[config.mk]
export PLATFORM = sky130hd
export DESIGN_NAME = cart_header_capture
export DESIGN_NICKNAME = d
export VERILOG_FILES = /design/src/hw/cart_pkg.sv /design/src/hw/cart_header_capture.sv
export SDC_FILE = /design/constraint.sdc
export NUM_CORES = 1
export LEC_CHECK = 0
export ABC_AREA = 1
export BUFFER_PORTS_ARGS = -buffer_cell sky130_fd_sc_hd__buf_2
export CAP_MARGIN = 10
export CORE_MARGIN = 3
export CORE_UTILIZATION = 45
export CTS_CLUSTER_SIZE = 16
export DETAILED_ROUTE_END_ITERATION = 10
export GPL_TIMING_DRIVEN = 0
export PLACE_DENSITY = 0.74
export RECOVER_POWER = 100
export REMOVE_ABC_BUFFERS = 1
export SYNTH_ARGS = -nofsm -noshare
export SYNTH_HDL_FRONTEND = slang
export SYNTH_SLANG_ARGS = --single-unit
[constraint.sdc]
create_clock -name clk_sys -period 1.7 [get_ports clk_sys]
set_input_delay 0.34 -clock clk_sys [delete_from_list [all_inputs] [get_ports clk_sys]]
set_output_delay 0.34 -clock clk_sys [all_outputs]
set_load 0.01 [all_outputs]
[src/hw/cart_pkg.sv]
// mapper constants; download words are little endian, one header word per even byte address
package cart_pkg;

	// ------------------------------
	// mapper kinds
	// ------------------------------
	localparam int MBC_KIND_W = 3;

	localparam logic [MBC_KIND_W-1:0] MBC_NONE = 3'd0; // 32k linear rom
	localparam logic [MBC_KIND_W-1:0] MBC_1    = 3'd1;
	localparam logic [MBC_KIND_W-1:0] MBC_2    = 3'd2; // 512x4 ram on chip
	localparam logic [MBC_KIND_W-1:0] MBC_3    = 3'd3; // rtc not modelled
	localparam logic [MBC_KIND_W-1:0] MBC_5    = 3'd5;

	// ------------------------------
	// widths
	// ------------------------------
	localparam int CART_ADDR_W = 16; // cpu side
	localparam int ROM_BANK_W  = 9;  // 16k banks, up to 512
	localparam int RAM_BANK_W  = 4;  // 8k banks, up to 16
	localparam int ROM_ADDR_W  = 23; // byte address, 8 MiB
	localparam int CRAM_ADDR_W = 17; // 128 KiB cart ram

	// header word addresses in the download stream
	localparam logic [24:0] HDR_ADDR_CGB  = 25'h142; // cgb flag in high byte
	localparam logic [24:0] HDR_ADDR_TYPE = 25'h146; // sgb flag, cart type
	localparam logic [24:0] HDR_ADDR_SIZE = 25'h148; // rom size, ram size

	localparam logic [3:0] RAM_ENABLE_KEY = 4'hA; // low nibble opens the ram

	// ------------------------------
	// cart_addr[15:13] windows
	// ------------------------------
	localparam logic [2:0] WIN_RAM_EN   = 3'b000; // 0000-1FFF
	localparam logic [2:0] WIN_ROM_BANK = 3'b001; // 2000-3FFF
	localparam logic [2:0] WIN_RAM_BANK = 3'b010; // 4000-5FFF
	localparam logic [2:0] WIN_MODE     = 3'b011; // 6000-7FFF
	localparam logic [2:0] WIN_CRAM     = 3'b101; // A000-BFFF

	// one download word, read as either header pair
	// high byte sits at the odd address
	typedef union packed {
		struct packed {
			logic [7:0] mbc_type; // 0x147
			logic [7:0] sgb_flag; // 0x146
		} type_w;
		struct packed {
			logic [7:0] ram_size; // 0x149
			logic [7:0] rom_size; // 0x148
		} size_w;
	} header_word_u;

endpackage

[src/hw/cart_header_capture.sv]
// header taken from plain download strobes; only the type and size words are kept, unknown rom size codes fall back to 128 banks
`timescale 1ns/1ps

module cart_header_capture (
	input  logic                            clk_sys,
	input  logic                            reset,
	input  logic                            dl_active, // cart download in progress
	input  logic                            dl_wr,
	input  logic [24:0]                     dl_addr,   // byte address
	input  logic [15:0]                     dl_data,
	output logic [cart_pkg::MBC_KIND_W-1:0] mbc_kind,
	output logic [cart_pkg::ROM_BANK_W-1:0] rom_mask,
	output logic [cart_pkg::RAM_BANK_W-1:0] ram_mask
);

	cart_pkg::header_word_u type_word; // 0x146 word
	cart_pkg::header_word_u size_word; // 0x148 word

	logic [7:0] mbc_type;
	logic [7:0] rom_code;
	logic [7:0] ram_code;
	logic [9:0] rom_span; // one bit wider than the mask

	// ------------------------------
	// capture
	// ------------------------------
	always_ff @(posedge clk_sys) begin
		if (reset) begin
			type_word <= '0; // type 0, no mapper
			size_word <= '0;
		end else if (dl_active && dl_wr) begin
			if (dl_addr == cart_pkg::HDR_ADDR_TYPE) begin
				type_word <= dl_data;
			end
			if (dl_addr == cart_pkg::HDR_ADDR_SIZE) begin
				size_word <= dl_data;
			end
		end
	end

	assign mbc_type = type_word.type_w.mbc_type;
	assign rom_code = size_word.size_w.rom_size;
	assign ram_code = size_word.size_w.ram_size;

	// ------------------------------
	// decode
	// ------------------------------
	always_comb begin
		case (mbc_type) inside
			[8'd1:8'd3]:   mbc_kind = cart_pkg::MBC_1;
			[8'd5:8'd6]:   mbc_kind = cart_pkg::MBC_2;
			[8'd15:8'd19]: mbc_kind = cart_pkg::MBC_3; // with and without timer
			[8'd25:8'd30]: mbc_kind = cart_pkg::MBC_5; // rumble variants too
			default:       mbc_kind = cart_pkg::MBC_NONE; // mmm01, huc etc. unsupported
		endcase
	end

	// code n means 2^(n+1) banks of 16k
	assign rom_span = (10'd2 << rom_code[3:0]) - 10'd1;

	always_comb begin
		if (rom_code <= 8'd8) begin
			rom_mask = rom_span[8:0];
		end else begin
			rom_mask = 9'd127; // 0x52-0x54 odd sizes
		end
	end

	always_comb begin
		if (ram_code == 8'd3) begin
			ram_mask = 4'h3; // 32k, 4 banks
		end else if (ram_code >= 8'd4) begin
			ram_mask = 4'hF; // 128k, 16 banks
		end else begin
			ram_mask = 4'h0; // none, 2k or 8k
		end
	end

endmodule

# Word level (Yosys, flattened, before mapping)

Cells that the tools add are included.

Flip-flop bits (word level): 32
Input port bits: 45
Word-level logic and storage cells: 31
Output and inout bits: 16

$lt $le $gt $ge: 10
Add/sub/neg operators: 1
Shift-type cells: 1
Reduce and logical (&&, ||, !) cells: 7
Muxes and demuxes: 7
Equal/unequal tests: 3

Operators by type and width:

| cell                                                                              | number |
|---|---|
| 25-bit by 9-bit == test with 1-bit output (second input constant)                 | 2 |
| 8-bit by 3-bit >= comparator with 1-bit output (second input constant)            | 2 |
| 8-bit by 5-bit less-or-equal comparator with 1-bit output (second input constant) | 2 |
| 3-bit 2-to-1 mux                                                                  | 4 |
| 9-bit 2-to-1 mux                                                                  | 1 |
| 2-bit by 4-bit << shifter with 9-bit output (first input constant)                | 1 |
| 9-bit by 1-bit subtractor with 9-bit output (second input constant)               | 1 |
| 8-bit by 2-bit == test with 1-bit output (second input constant)                  | 1 |
| 8-bit by 1-bit >= comparator with 1-bit output (second input constant)            | 1 |
| 8-bit by 4-bit >= comparator with 1-bit output (second input constant)            | 1 |
| 8-bit by 5-bit >= comparator with 1-bit output (second input constant)            | 1 |
| 8-bit by 2-bit less-or-equal comparator with 1-bit output (second input constant) | 1 |
| 8-bit by 3-bit less-or-equal comparator with 1-bit output (second input constant) | 1 |
| 8-bit by 4-bit less-or-equal comparator with 1-bit output (second input constant) | 1 |
| 4-bit 2-to-1 mux                                                                  | 2 |
| 1-bit logical AND                                                                 | 5 |
| 2-bit AND reduction                                                               | 2 |

# Logic depth before layout (Yosys ltp)

Gate-level depths: netlist of run 1.

Word-level depth: 6
Mapped depth: 9
Mapped depth without buffers: 8

# Least setup slack after synthesis of run 1

No wires, ideal clock.

Path type: register to output
Start point: reg size_word[1] (netlist name)
End point: out rom_mask[7] (netlist name)
Stages on the path, launching flop included: 8
Slack: 0.079 ns
Required time: 1.360 ns
Buffers on the path: 0
Arrival: 1.281 ns
Path through: dfxtp_1 nor2_1 nand2_1 nor2_1 inv_1 ha_1 nand4_1 nor3b_1

Longest elaborated chain between the ends: 3
Elaborated cells between the ends (all ways): 4
Classes of those cells: add/sub: 1; order compare: 1; shift: 1; mux: 1

Ends and longest elaborated chain:

| what                                        | line                      | source |
|---|---|---|
| from (decl)                                 | cart_header_capture.sv:17 | `cart_pkg::header_word_u size_word;` |
| from (signal assigned)                      | cart_header_capture.sv:36 | `size_word <= dl_data;` |
| 2-bit by 4-bit << shifter with 9-bit output | cart_header_capture.sv:59 | `assign rom_span = (10'd2 << rom_code[3:0]) - 10'd1;` |
| 9-bit by 1-bit subtractor with 9-bit output | cart_header_capture.sv:59 |  |
| 9-bit 2-to-1 mux *                          | cart_header_capture.sv:62 | `if (rom_code <= 8'd8) begin` |
| to (decl)                                   | cart_header_capture.sv:12 | `output logic [cart_pkg::ROM_BANK_W-1:0] rom_mask,` |

Every way passes the cells marked *; elsewhere a longest branch is shown, timed or not.

# Worst setup path after layout of run 1

Start point: reg size_word[0] (netlist name)
End point: out rom_mask[7] (netlist name)

The elaborated chain is that of the path after synthesis.

==> metrics.yaml, run 1 <==
logic_synthesis:
  synth-xor-area-share: 0.00550
  syn_area_mm2: 0.00159
  netlist.area_leader.share: 0.302
  synthArstFlopShare: 0
  yosys_warnings: 0
  synth_top_family_by_area: "simple AND/OR/NAND/NOR gates"
  synthCells: 266
  netlist.top_cell.by_area: "dfxtp_1"
  synth_compound_area_frac: 0.0204
  synthAdderAreaFrac: 0.00786
  ys_top_cells_by_area: "dfxtp_1, nor2_1, nand2_1, nand4_1, inv_1"
  synthMuxAreaShare: 0
  yosys.area_share.simple: 0.519
  ys_seq_area_frac: 0.302
  synthDistinctLibCells: 27
  synthFlopType: "dfxtp_1"
  synth-edff-count: 0
  ys_ff_latch: 24
  syn_avg_cell_area_um2: 5.99
worst_setup_path:
  crit_chain: "nor2_4 > nand2_4 > buf_6 > nor3_4 > nor2_2 > nor3b_2 > buf_2"
  startpoint: "size_word[0]$_SDFFE_PP0P_"
  r2r_cells: 3
  reg2reg_to: "size_word[0]$_SDFFE_PP0P_"
  crit_cells: 7
  r2r-start: "size_word[0]$_SDFFE_PP0P_"
  crit_required_ns: 1.36
  r2r_slack_ns: 0.97
  cp.arrival_ns: 1.56
  cp_slowest_stage_delay_ns: 0.36
  cp_num_buf_inv: 2
  cp_top_family: "simple AND/OR/NAND/NOR gates"
  critical-path-slowest-cell: "dfxtp_2"
  end_kind: "primary output"
  endpoint: "rom_mask[7]"
  worst_setup_path_start_kind: "flip-flop"
  path_class: "flip-flop to primary output"
  cp_max_fo: 4
drt:
  vias: 1759
  drc: 0
  firstDrtPassIters: 4
  viasPerCell: 4.77
  wl_mm: 3.65
  ant_nets: 0
  wire_per_inst_um: 9.89
  drt_iter0_drc: 78
final_layout:
  stdcell_count: 369
  final_area_mm2: 0.00206
  drive_above_1_share: 0.338
  diodes: 0
  regArea_um2: 493
  synthToLayoutAreaGrowth_pct: 29.5
  multiInputGateArea_um2: 972
  fin_nets: 372
  n_fill_cell: 351
floorplan:
  fp.coreArea_mm2: 0.00320
  die_area_mm2: 0.00429
  die_height_um: 65.5
  start_util: 0.497
  num_io_pins: 61
  die_width_um: 65.5
  rows: 20
place:
  place_ws_ns: -0.0365
  routabilityCongestion: 0.770
  dp_hpwl_mm: 2.67
  dpl.cell_count: 359
  port_buffers: 59
  placed_area_mm2: 0.00188
global_route:
  antenna_found_initial: 0
  track_usage: 0.172
  grt_max_degree: 26
  grt-ovfl-total: 0
  grt_pass1_wl_mm: 5.99
  grt_pass1_vias: 1499
timing:
  fmax_ghz: 0.527
  slew_headroom: 0.330
  drv_slew: 0
  rsz0062_at_grt: "yes"
  finalHoldViolCount: 0
  layout_setup_ws_ns: -0.196
  setup_viol: 6
  period_share: 1.12
  period_needed_ns: 1.90
  tightest_slew_ns: 1.00
  skew_ns: 0
clocking:
  cts_buffers: 3
  clk_latency_ns: 0.31
  clockRootBuffer: "clkbuf_4"
  clkSlewWorstSetupHoldPaths_ns: 0.12
  htreeDepth: 1
  cts_tree: "yes"
  clock-sinks: 24
  cts_hold_buffers: 0
  clk_path_buf_depth: 2
hold_path:
  worstHoldStart: "dl_data[0]"
  hold_path.class: "input pin to flip-flop"
power_and_ir_drop:
  pwr_density_cell_mw_per_mm2: 471
  ir_drop_uv: 325
  p_leak_nw: 1.05
flow_run:
  maxCapViolCount: 0
status:
  violations: "setup timing"
  status: "finished with violations"
worst min path at each step:
stage / end / slack, ns / cells after the start
2_1_floorplan: size_word[8]$_SDFFE_PP0P_ / 0.45 / 2
3_3_place_gp: size_word[8]$_SDFFE_PP0P_ / 0.47 / 2
3_5_place_dp: type_word[15]$_SDFFE_PP0P_ / 0.47 / 2
4_1_cts: size_word[5]$_SDFFE_PP0P_ / 0.34 / 5
5_1_grt: size_word[4]$_SDFFE_PP0P_ / 0.36 / 5
6_report: size_word[0]$_SDFFE_PP0P_ / 0.34 / 5
worst register-to-register path: cells and delay by family, from the launching register on:
kind          cells  cell delay, ns
flops             1            0.36
simple gates      2            0.15
buf+inv           1            0.14
where the power goes:
group	total [mW]	internal [mW]	switching (mW)
Sequential	0.562	0.562	0.00000000905
Combinational	0.121	0.0550	0.0655
Clock	0.289	0.131	0.158
Total	0.972	0.748	0.224
per-stage QoR:
stage	util	TNS, ns	power (mW)	hold slack (ns)
2_1_floorplan	-	0	0.631	0.455
4_1_cts	0.623	-0.679	0.979	0.343
3_5_place_dp	0.588	-0.179	0.695	0.474
3_3_place_gp	0.588	0	0.694	0.465
5_1_grt	0.644	-1.95	1.02	0.358
6_report	0.644	-0.583	0.972	0.339
cells in the final DEF, fill, tap and decap left out, types with 2 or more instances in the layout:
cell type and instances:
o21ai_1 2, clkbuf_4 3, dfxtp_2 10, nand4_1 26, o21ai_0 2, dfxtp_1 14, inv_1 37, nor2_1 70
nand3_2 3, nor2_2 7, inv_2 7, buf_2 56, nor2_4 6, buf_4 5, nand2_1 49, clkbuf_1 2
nand2_4 2, nand3_1 9, nor3_4 2
cell type report:
class,instances,share of cell area
Clock buffer,4,0.0176
Sequential cell,24,0.239
Inverter,44,0.0800
Multi-Input combinational cell,188,0.471
Timing Repair Buffer,65,0.166
Tap cell,44,0.0267
synthesized netlist by cell type (2+ instances only):
master	n
nand2_1	52
buf_1	2
dfxtp_1	24
nand3_1	10
inv_1	41
nor3b_1	2
nor3_1	2
inv_2	2
nor2_1	76
nand3_2	2
nor2_4	3
buf_2	3
nor2_2	3
nand4_1	26
buf_4	3
o21ai_0	4
state kept, by name, indices dropped and copies added, names as in the netlist:
signal     flops
size_word     16
type_word      8
layer usage:
layer  vias up  wire, um  global-route usage
met5         -         0                   0
met4         0        40              0.0544
met3         4       196              0.0188
met2        54      1740               0.295
met1       755      1670               0.224
li1        946         -                   -
cells by family after synthesis:
kind of cell / count (synthesis)
other: 1
DFF: 24
adders and majority gates: 1
xor gates and xnor gates: 1
AOI/OAI and AO/OA: 6
buffers and inverters: 54
and+or+nand+nor: 179
timing repair:
item	in CTS	in global routing
gates resized for setup	15	28
cloned	0	0
pin swaps	4	6
setup buffers	5	1
setup endpoints to repair	6	13
(Power assumes the default switching activity.)
==> run 2, diff against run 1 <==
--- a/config.mk
+++ b/config.mk
@@ -8,7 +8,7 @@
 export ABC_AREA = 1
 export BUFFER_PORTS_ARGS = -buffer_cell sky130_fd_sc_hd__buf_2
 export CAP_MARGIN = 10
-export CORE_MARGIN = 3
+export CORE_MARGIN = 8
 export CORE_UTILIZATION = 45
 export CTS_CLUSTER_SIZE = 16
 export DETAILED_ROUTE_END_ITERATION = 10
==> metrics.yaml, run 2 (synthesis results as in run 1) <==
timing:
  fmax_ghz: 0.526  # was 0.527 GHz
  skew_ns: 0  # unchanged
  tightest_slew_ns: 1.06  # was 1.00 ns
  rsz0062_at_grt: "yes"  # unchanged
  slew_headroom: 0.292  # was 0.330
  setup_viol: 5  # was 6
  period_needed_ns: 1.90  # about the same
  layout_setup_ws_ns: -0.202  # was -0.196 ns
  drv_slew: 0  # unchanged
  period_share: 1.12  # about the same
  finalHoldViolCount: 0  # unchanged
worst_setup_path:
  end_kind: "primary output"  # unchanged
  path_class: "flip-flop to primary output"  # unchanged
  crit_required_ns: 1.36  # about the same
  cp.arrival_ns: 1.56  # about the same
  cp_max_fo: 3  # was 4
  worst_setup_path_start_kind: "flip-flop"  # unchanged
floorplan:
  start_util: 0.474  # was 0.497
  die_height_um: 75.5  # was 65.5 um
  num_io_pins: 61  # unchanged
  die_area_mm2: 0.00570  # was 0.00429 mm2
  die_width_um: 75.5  # was 65.5 um
  fp.coreArea_mm2: 0.00336  # was 0.00320 mm2
  rows: 21  # was 20
power_and_ir_drop:
  power_frac_comb: 0.110  # was 0.124
  intPower_mw: 0.852  # was 0.748 mW
  p_switching_mw: 0.240  # was 0.224 mW
  pwr_density_cell_mw_per_mm2: 512  # was 471 mW/mm2
  p_total_mw: 1.09  # was 0.972 mW
  seqPwrFrac: 0.512  # was 0.578
  swShare: 0.220  # was 0.230
  ir_drop_uv: 332  # was 325 uV
  p_leak_nw: 1.10  # was 1.05 nW
  power.share.clock: 0.379  # was 0.298
place:
  routabilityCongestion: 0.771  # was 0.770
  port_buffers: 59  # unchanged
  place_ws_ns: -0.0253  # was -0.0365 ns
  placed_area_mm2: 0.00189  # was 0.00188 mm2
  dp_hpwl_mm: 2.93  # was 2.67 mm
  dpl.cell_count: 361  # was 359
drt:
  wl_mm: 4.19  # was 3.65 mm
  ant_nets: 0  # unchanged
  drc: 0  # unchanged
  drt_iter0_drc: 86  # was 78
  vias: 1792  # was 1,759
  wire_per_inst_um: 11.2  # was 9.89 um
  viasPerCell: 4.78  # was 4.77
  firstDrtPassIters: 6  # was 4
status:
  violations: "setup timing"  # unchanged
  status: "finished with violations"  # unchanged
final_layout:
  diodes: 0  # unchanged
  largest_register_ff_count: 16  # unchanged
  fin_nets: 376  # was 372
  drive_above_1_share: 0.356  # was 0.338
  n_fill_cell: 368  # was 351
  final_area_mm2: 0.00213  # was 0.00206 mm2
  final_cell_mix: "nor2_1, buf_2, nand2_1"  # unchanged
  final_core_util: 0.635  # was 0.644
  synthToLayoutAreaGrowth_pct: 34.0  # was 29.5%
  stdcell_count: 375  # was 369
  reg.largest.list: "size_word (16), type_word (8)"  # unchanged
  top_register: "size_word"  # unchanged
  mostFrequentLayoutCell: "nor2_1"  # unchanged
clocking:
  cts_hold_buffers: 0  # unchanged
  clkSlewWorstSetupHoldPaths_ns: 0.14  # was 0.12 ns
  clk_path_buf_depth: 2  # unchanged
  clock-sinks: 24  # unchanged
  cts_tree: "yes"  # unchanged
  clockRootBuffer: "clkbuf_4"  # unchanged
  htreeDepth: 1  # unchanged
  cts_buffers: 3  # unchanged
  clk_latency_ns: 0.32  # was 0.31 ns
global_route:
  grt-ovfl-total: 0  # unchanged
  grt_pass1_vias: 1652  # was 1,499
  antenna_found_initial: 0  # unchanged
  grt_max_degree: 26  # unchanged
  gr-usage-met1: 0.159  # was 0.224
  gr-usage-met2: 0.266  # was 0.295
  track_usage: 0.144  # was 0.172
  busiest_layer: "met2"  # unchanged
  gr-usage-met3: 0.0316  # was 0.0188
  grt_pass1_wl_mm: 6.70  # was 5.99 mm
flow_run:
  maxCapViolCount: 0  # unchanged
hold_path:
  hold_path.class: "input pin to flip-flop"  # unchanged
[run 2: changes by cell type in the layout (fill, tap and decap cells not counted), sizes merged]
cell and change:
buf +7, bufinv +1, clkbuf -4
[run 2: power by group through the flow]
stage                     clock network, mW  registers (mW)  logic [mW]
after global routing                  0.439           0.559       0.136
final                                 0.414           0.559       0.120
after global placement                    0           0.575       0.119
after detailed placement                  0           0.575       0.121
after CTS                             0.415           0.562       0.121
after floorplan                           0           0.575      0.0561
[run 2: metrics by stage]
stage / TNS (ns) / hold WS, ns
final: -0.671 / 0.323
after global routing: -2.64 / 0.329
after CTS: -0.804 / 0.329
after detailed placement: -0.244 / 0.471
after global placement: -0.0753 / 0.463
after floorplan: 0 / 0.455
[run 2: layout make-up]
class / instances / area [um2] / share of cell area
multi-input combinational: 188 / 978 / 0.458
inverter: 44 / 165 / 0.0774
clock buffer: 3 / 22.5 / 0.0106
clock inverter: 1 / 30.0 / 0.0141
tap: 46 / 57.6 / 0.0270
timing repair buffer: 69 / 382 / 0.179
sequential: 24 / 499 / 0.234
[run 2: final timing paths]
path,start,endpoint,slack [ns],depth (start not counted)
worst max-delay path,size_word[1]$_SDFFE_PP0P_,rom_mask[7],-0.20,8
worst min register to register,size_word[15]$_SDFFE_PP0P_,size_word[15]$_SDFFE_PP0P_,0.49,2
worst max register to register,size_word[1]$_SDFFE_PP0P_,size_word[1]$_SDFFE_PP0P_,0.94,3
worst min-delay path,dl_data[7],size_word[7]$_SDFFE_PP0P_,0.32,5
[run 2: critical path: stages, from the launching register on]
cell and delay [ns]:
dfxtp_2 0.36, nor2_4 0.14, nand2_4 0.08, nor2_4 0.09, inv_2 0.05, ha_4 0.16, nand4_1 0.08, nor3b_2 0.14
buf_2 0.14
[run 2: routing by layer]
metal  vias up  wire [um]  share of wire
met3         6        242          0.058
li1        956          -              -
met2        46       2140           0.51
met4         0         72          0.017
met1       784       1740           0.41
met5         -          0              0
[run 2: what timing repair did]
action,CTS,global route
endpoints found under the hold margin,0,0
buffers inserted,6,4
endpoints found under the setup margin,10,14
pin swaps,3,7
resized for setup,22,27
==> run 3, diff against run 2 <==
--- a/config.mk
+++ b/config.mk
@@ -9,11 +9,10 @@
 export BUFFER_PORTS_ARGS = -buffer_cell sky130_fd_sc_hd__buf_2
 export CAP_MARGIN = 10
 export CORE_MARGIN = 8
-export CORE_UTILIZATION = 45
+export CORE_UTILIZATION = 30
 export CTS_CLUSTER_SIZE = 16
 export DETAILED_ROUTE_END_ITERATION = 10
 export GPL_TIMING_DRIVEN = 0
-export PLACE_DENSITY = 0.74
 export RECOVER_POWER = 100
 export REMOVE_ABC_BUFFERS = 1
 export SYNTH_ARGS = -nofsm -noshare
==> metrics.yaml, run 3 (synthesis results as in run 1) <==
status:
  status: "finished with violations"  # unchanged
  violations: "setup timing"  # unchanged
power_and_ir_drop:
  p_leak_nw: 1.07  # was 1.10 nW
  seqPwrFrac: 0.554  # was 0.512
  ir_drop_uv: 244  # was 332 uV
  power.share.clock: 0.324  # was 0.379
  p_switching_mw: 0.236  # was 0.240 mW
  intPower_mw: 0.773  # was 0.852 mW
  pwr_density_cell_mw_per_mm2: 481  # was 512 mW/mm2
  p_total_mw: 1.01  # was 1.09 mW
  swShare: 0.234  # was 0.220
  power_frac_comb: 0.121  # was 0.110
worst_setup_path:
  cp.arrival_ns: 1.47  # was 1.56 ns
  r2r_slack_ns: 0.98  # was 0.94 ns
  crit_required_ns: 1.36  # about the same
  path_class: "flip-flop to primary output"  # unchanged
  end_kind: "primary output"  # unchanged
  cp_max_fo: 3  # unchanged
  reg2reg_to: "size_word[0]$_SDFFE_PP0P_"  # was size_word[1]$_SDFFE_PP0P_
  worst_setup_path_start_kind: "flip-flop"  # unchanged
  r2r_cells: 3  # unchanged
  r2r-start: "size_word[0]$_SDFFE_PP0P_"  # was size_word[1]$_SDFFE_PP0P_
final_layout:
  final_cell_mix: "nor2_1, buf_2, nand2_1"  # unchanged
  synthToLayoutAreaGrowth_pct: 31.7  # was 34.0%
  stdcell_count: 394  # was 375
  diodes: 0  # unchanged
  top_register: "size_word"  # unchanged
  fin_nets: 372  # was 376
  n_fill_cell: 580  # was 368
  mostFrequentLayoutCell: "nor2_1"  # unchanged
  final_area_mm2: 0.00210  # was 0.00213 mm2
  regArea_um2: 492  # was 499 um2
  multiInputGateArea_um2: 966  # was 978 um2
  reg.largest.list: "size_word (16), type_word (8)"  # unchanged
  largest_register_ff_count: 16  # unchanged
  drive_above_1_share: 0.321  # was 0.356
  final_core_util: 0.411  # was 0.635
clocking:
  cts_hold_buffers: 0  # unchanged
  clock-sinks: 24  # unchanged
  clk_latency_ns: 0.26  # was 0.32 ns
  htreeDepth: 1  # unchanged
  clkSlewWorstSetupHoldPaths_ns: 0.08  # was 0.14 ns
  cts_tree: "yes"  # unchanged
  clockRootBuffer: "clkbuf_8"  # was clkbuf_4
  cts_buffers: 3  # unchanged
  clk_path_buf_depth: 2  # unchanged
drt:
  met1_length_mm: 1.94  # was 1.74 mm
  viasPerCell: 4.43  # was 4.78
  vias: 1746  # was 1,792
  wire_per_inst_um: 10.3  # was 11.2 um
  firstDrtPassIters: 4  # was 6
  ant_nets: 0  # unchanged
  wl_met2_mm: 1.71  # was 2.14 mm
  drc: 0  # unchanged
  wl_mm: 4.05  # was 4.19 mm
  met3_length_um: 354  # was 242 um
  top_layer_used: "met4"  # unchanged
  drt_iter0_drc: 72  # was 86
timing:
  setup_viol: 4  # was 5
  drv_slew: 0  # unchanged
  hold_ws_ns: 0.395  # was 0.323 ns
  period_share: 1.06  # was 1.12
  fmax_ghz: 0.554  # was 0.526 GHz
  tightest_slew_ns: 1.04  # was 1.06 ns
  skew_ns: 0  # unchanged
  finalHoldViolCount: 0  # unchanged
  slew_headroom: 0.305  # was 0.292
  layout_setup_ws_ns: -0.105  # was -0.202 ns
  final.setup.tns_ns: -0.298  # was -0.671 ns
  period_needed_ns: 1.81  # was 1.90 ns
  rsz0062_at_grt: "yes"  # unchanged
global_route:
  antenna_found_initial: 0  # unchanged
  grt_max_degree: 26  # unchanged
  grt_pass1_wl_mm: 6.55  # was 6.70 mm
  grt_pass1_vias: 1666  # was 1,652
  grt-ovfl-total: 0  # unchanged
  track_usage: 0.102  # was 0.144
place:
  routabilityCongestion: 0.719  # was 0.771
  dp_hpwl_mm: 3.18  # was 2.93 mm
  place_ws_ns: -0.0206  # was -0.0253 ns
  placed_area_mm2: 0.00192  # was 0.00189 mm2
  dpl.cell_count: 385  # was 361
  port_buffers: 59  # unchanged
floorplan:
  num_io_pins: 61  # unchanged
  die_area_mm2: 0.00790  # was 0.00570 mm2
  die_height_um: 88.9  # was 75.5 um
  die_width_um: 88.9  # was 75.5 um
  rows: 26  # was 21
  start_util: 0.312  # was 0.474
  fp.coreArea_mm2: 0.00511  # was 0.00336 mm2
hold_path:
  whs_endpoint: "size_word[4]$_SDFFE_PP0P_"  # was size_word[7]$_SDFFE_PP0P_
  min_path_cells: 5  # unchanged
  hold_path.class: "input pin to flip-flop"  # unchanged
  worstHoldStart: "dl_data[4]"  # was dl_data[7]
flow_run:
  maxCapViolCount: 0  # unchanged
[run 3: cell types whose count changed in the layout (fill, tap and decap cells not counted), sizes merged]
cell	before	now
bufinv	1	0
buf	69	62
clkbuf	3	6
[run 3: layer usage]
metal  track usage  vias up
li1              -      938
met4        0.0369        0
met5             0        -
met3        0.0288        5
met1         0.121      747
met2         0.168       56
[run 3: final cells by class]
| type | count | share of cell area |
|---|---|---|
| Timing Repair Buffer | 65 | 0.163 |
| Inverter | 44 | 0.0800 |
| Clock buffer | 3 | 0.0197 |
| Tap cell | 70 | 0.0418 |
| Sequential cell | 24 | 0.234 |
| Multi-Input combinational cell | 188 | 0.461 |
[run 3: worst max path at each step]
stage                              startpoint  slack [ns]                         end
floorplan           size_word[1]$_SDFFE_PP0P_        0.08                 rom_mask[7]
CTS                 size_word[0]$_SDFFE_PP0P_       -0.14                 rom_mask[7]
finish              size_word[0]$_SDFFE_PP0P_       -0.11                 rom_mask[3]
global route        size_word[0]$_SDFFE_PP0P_       -0.21                 rom_mask[7]
global placement                  dl_addr[17]       -0.02  size_word[10]$_SDFFE_PP0P_
detailed placement                dl_addr[19]       -0.02  size_word[11]$_SDFFE_PP0P_
[run 3: power by group through the flow]
| stage | clock network, mW | logic [mW] | registers [mW] |
|---|---|---|---|
| final | 0.327 | 0.122 | 0.560 |
| after global routing | 0.356 | 0.139 | 0.560 |
| after CTS | 0.334 | 0.123 | 0.561 |
| after detailed placement | 0 | 0.123 | 0.575 |
| after global placement | 0 | 0.122 | 0.575 |
| after floorplan | 0 | 0.0561 | 0.575 |
[run 3: what timing repair did]
| item | 4_1_cts | 5_1_grt |
|---|---|---|
| setup buffers | 5 | 1 |
| setup endpoints to repair | 3 | 13 |
| endpoints found under the hold margin | 0 | 0 |
| gates resized for setup | 15 | 21 |
| pin swaps | 4 | 9 |
[run 3: worst max-delay path, stage by stage, from the launching register on]
cell and delay, ns:
dfxtp_2 0.34, nor2_4 0.13, nand2_4 0.07, nor2_4 0.09
inv_2 0.05, ha_4 0.17, xor2_1 0.15, o21ai_1 0.07
buf_2 0.14
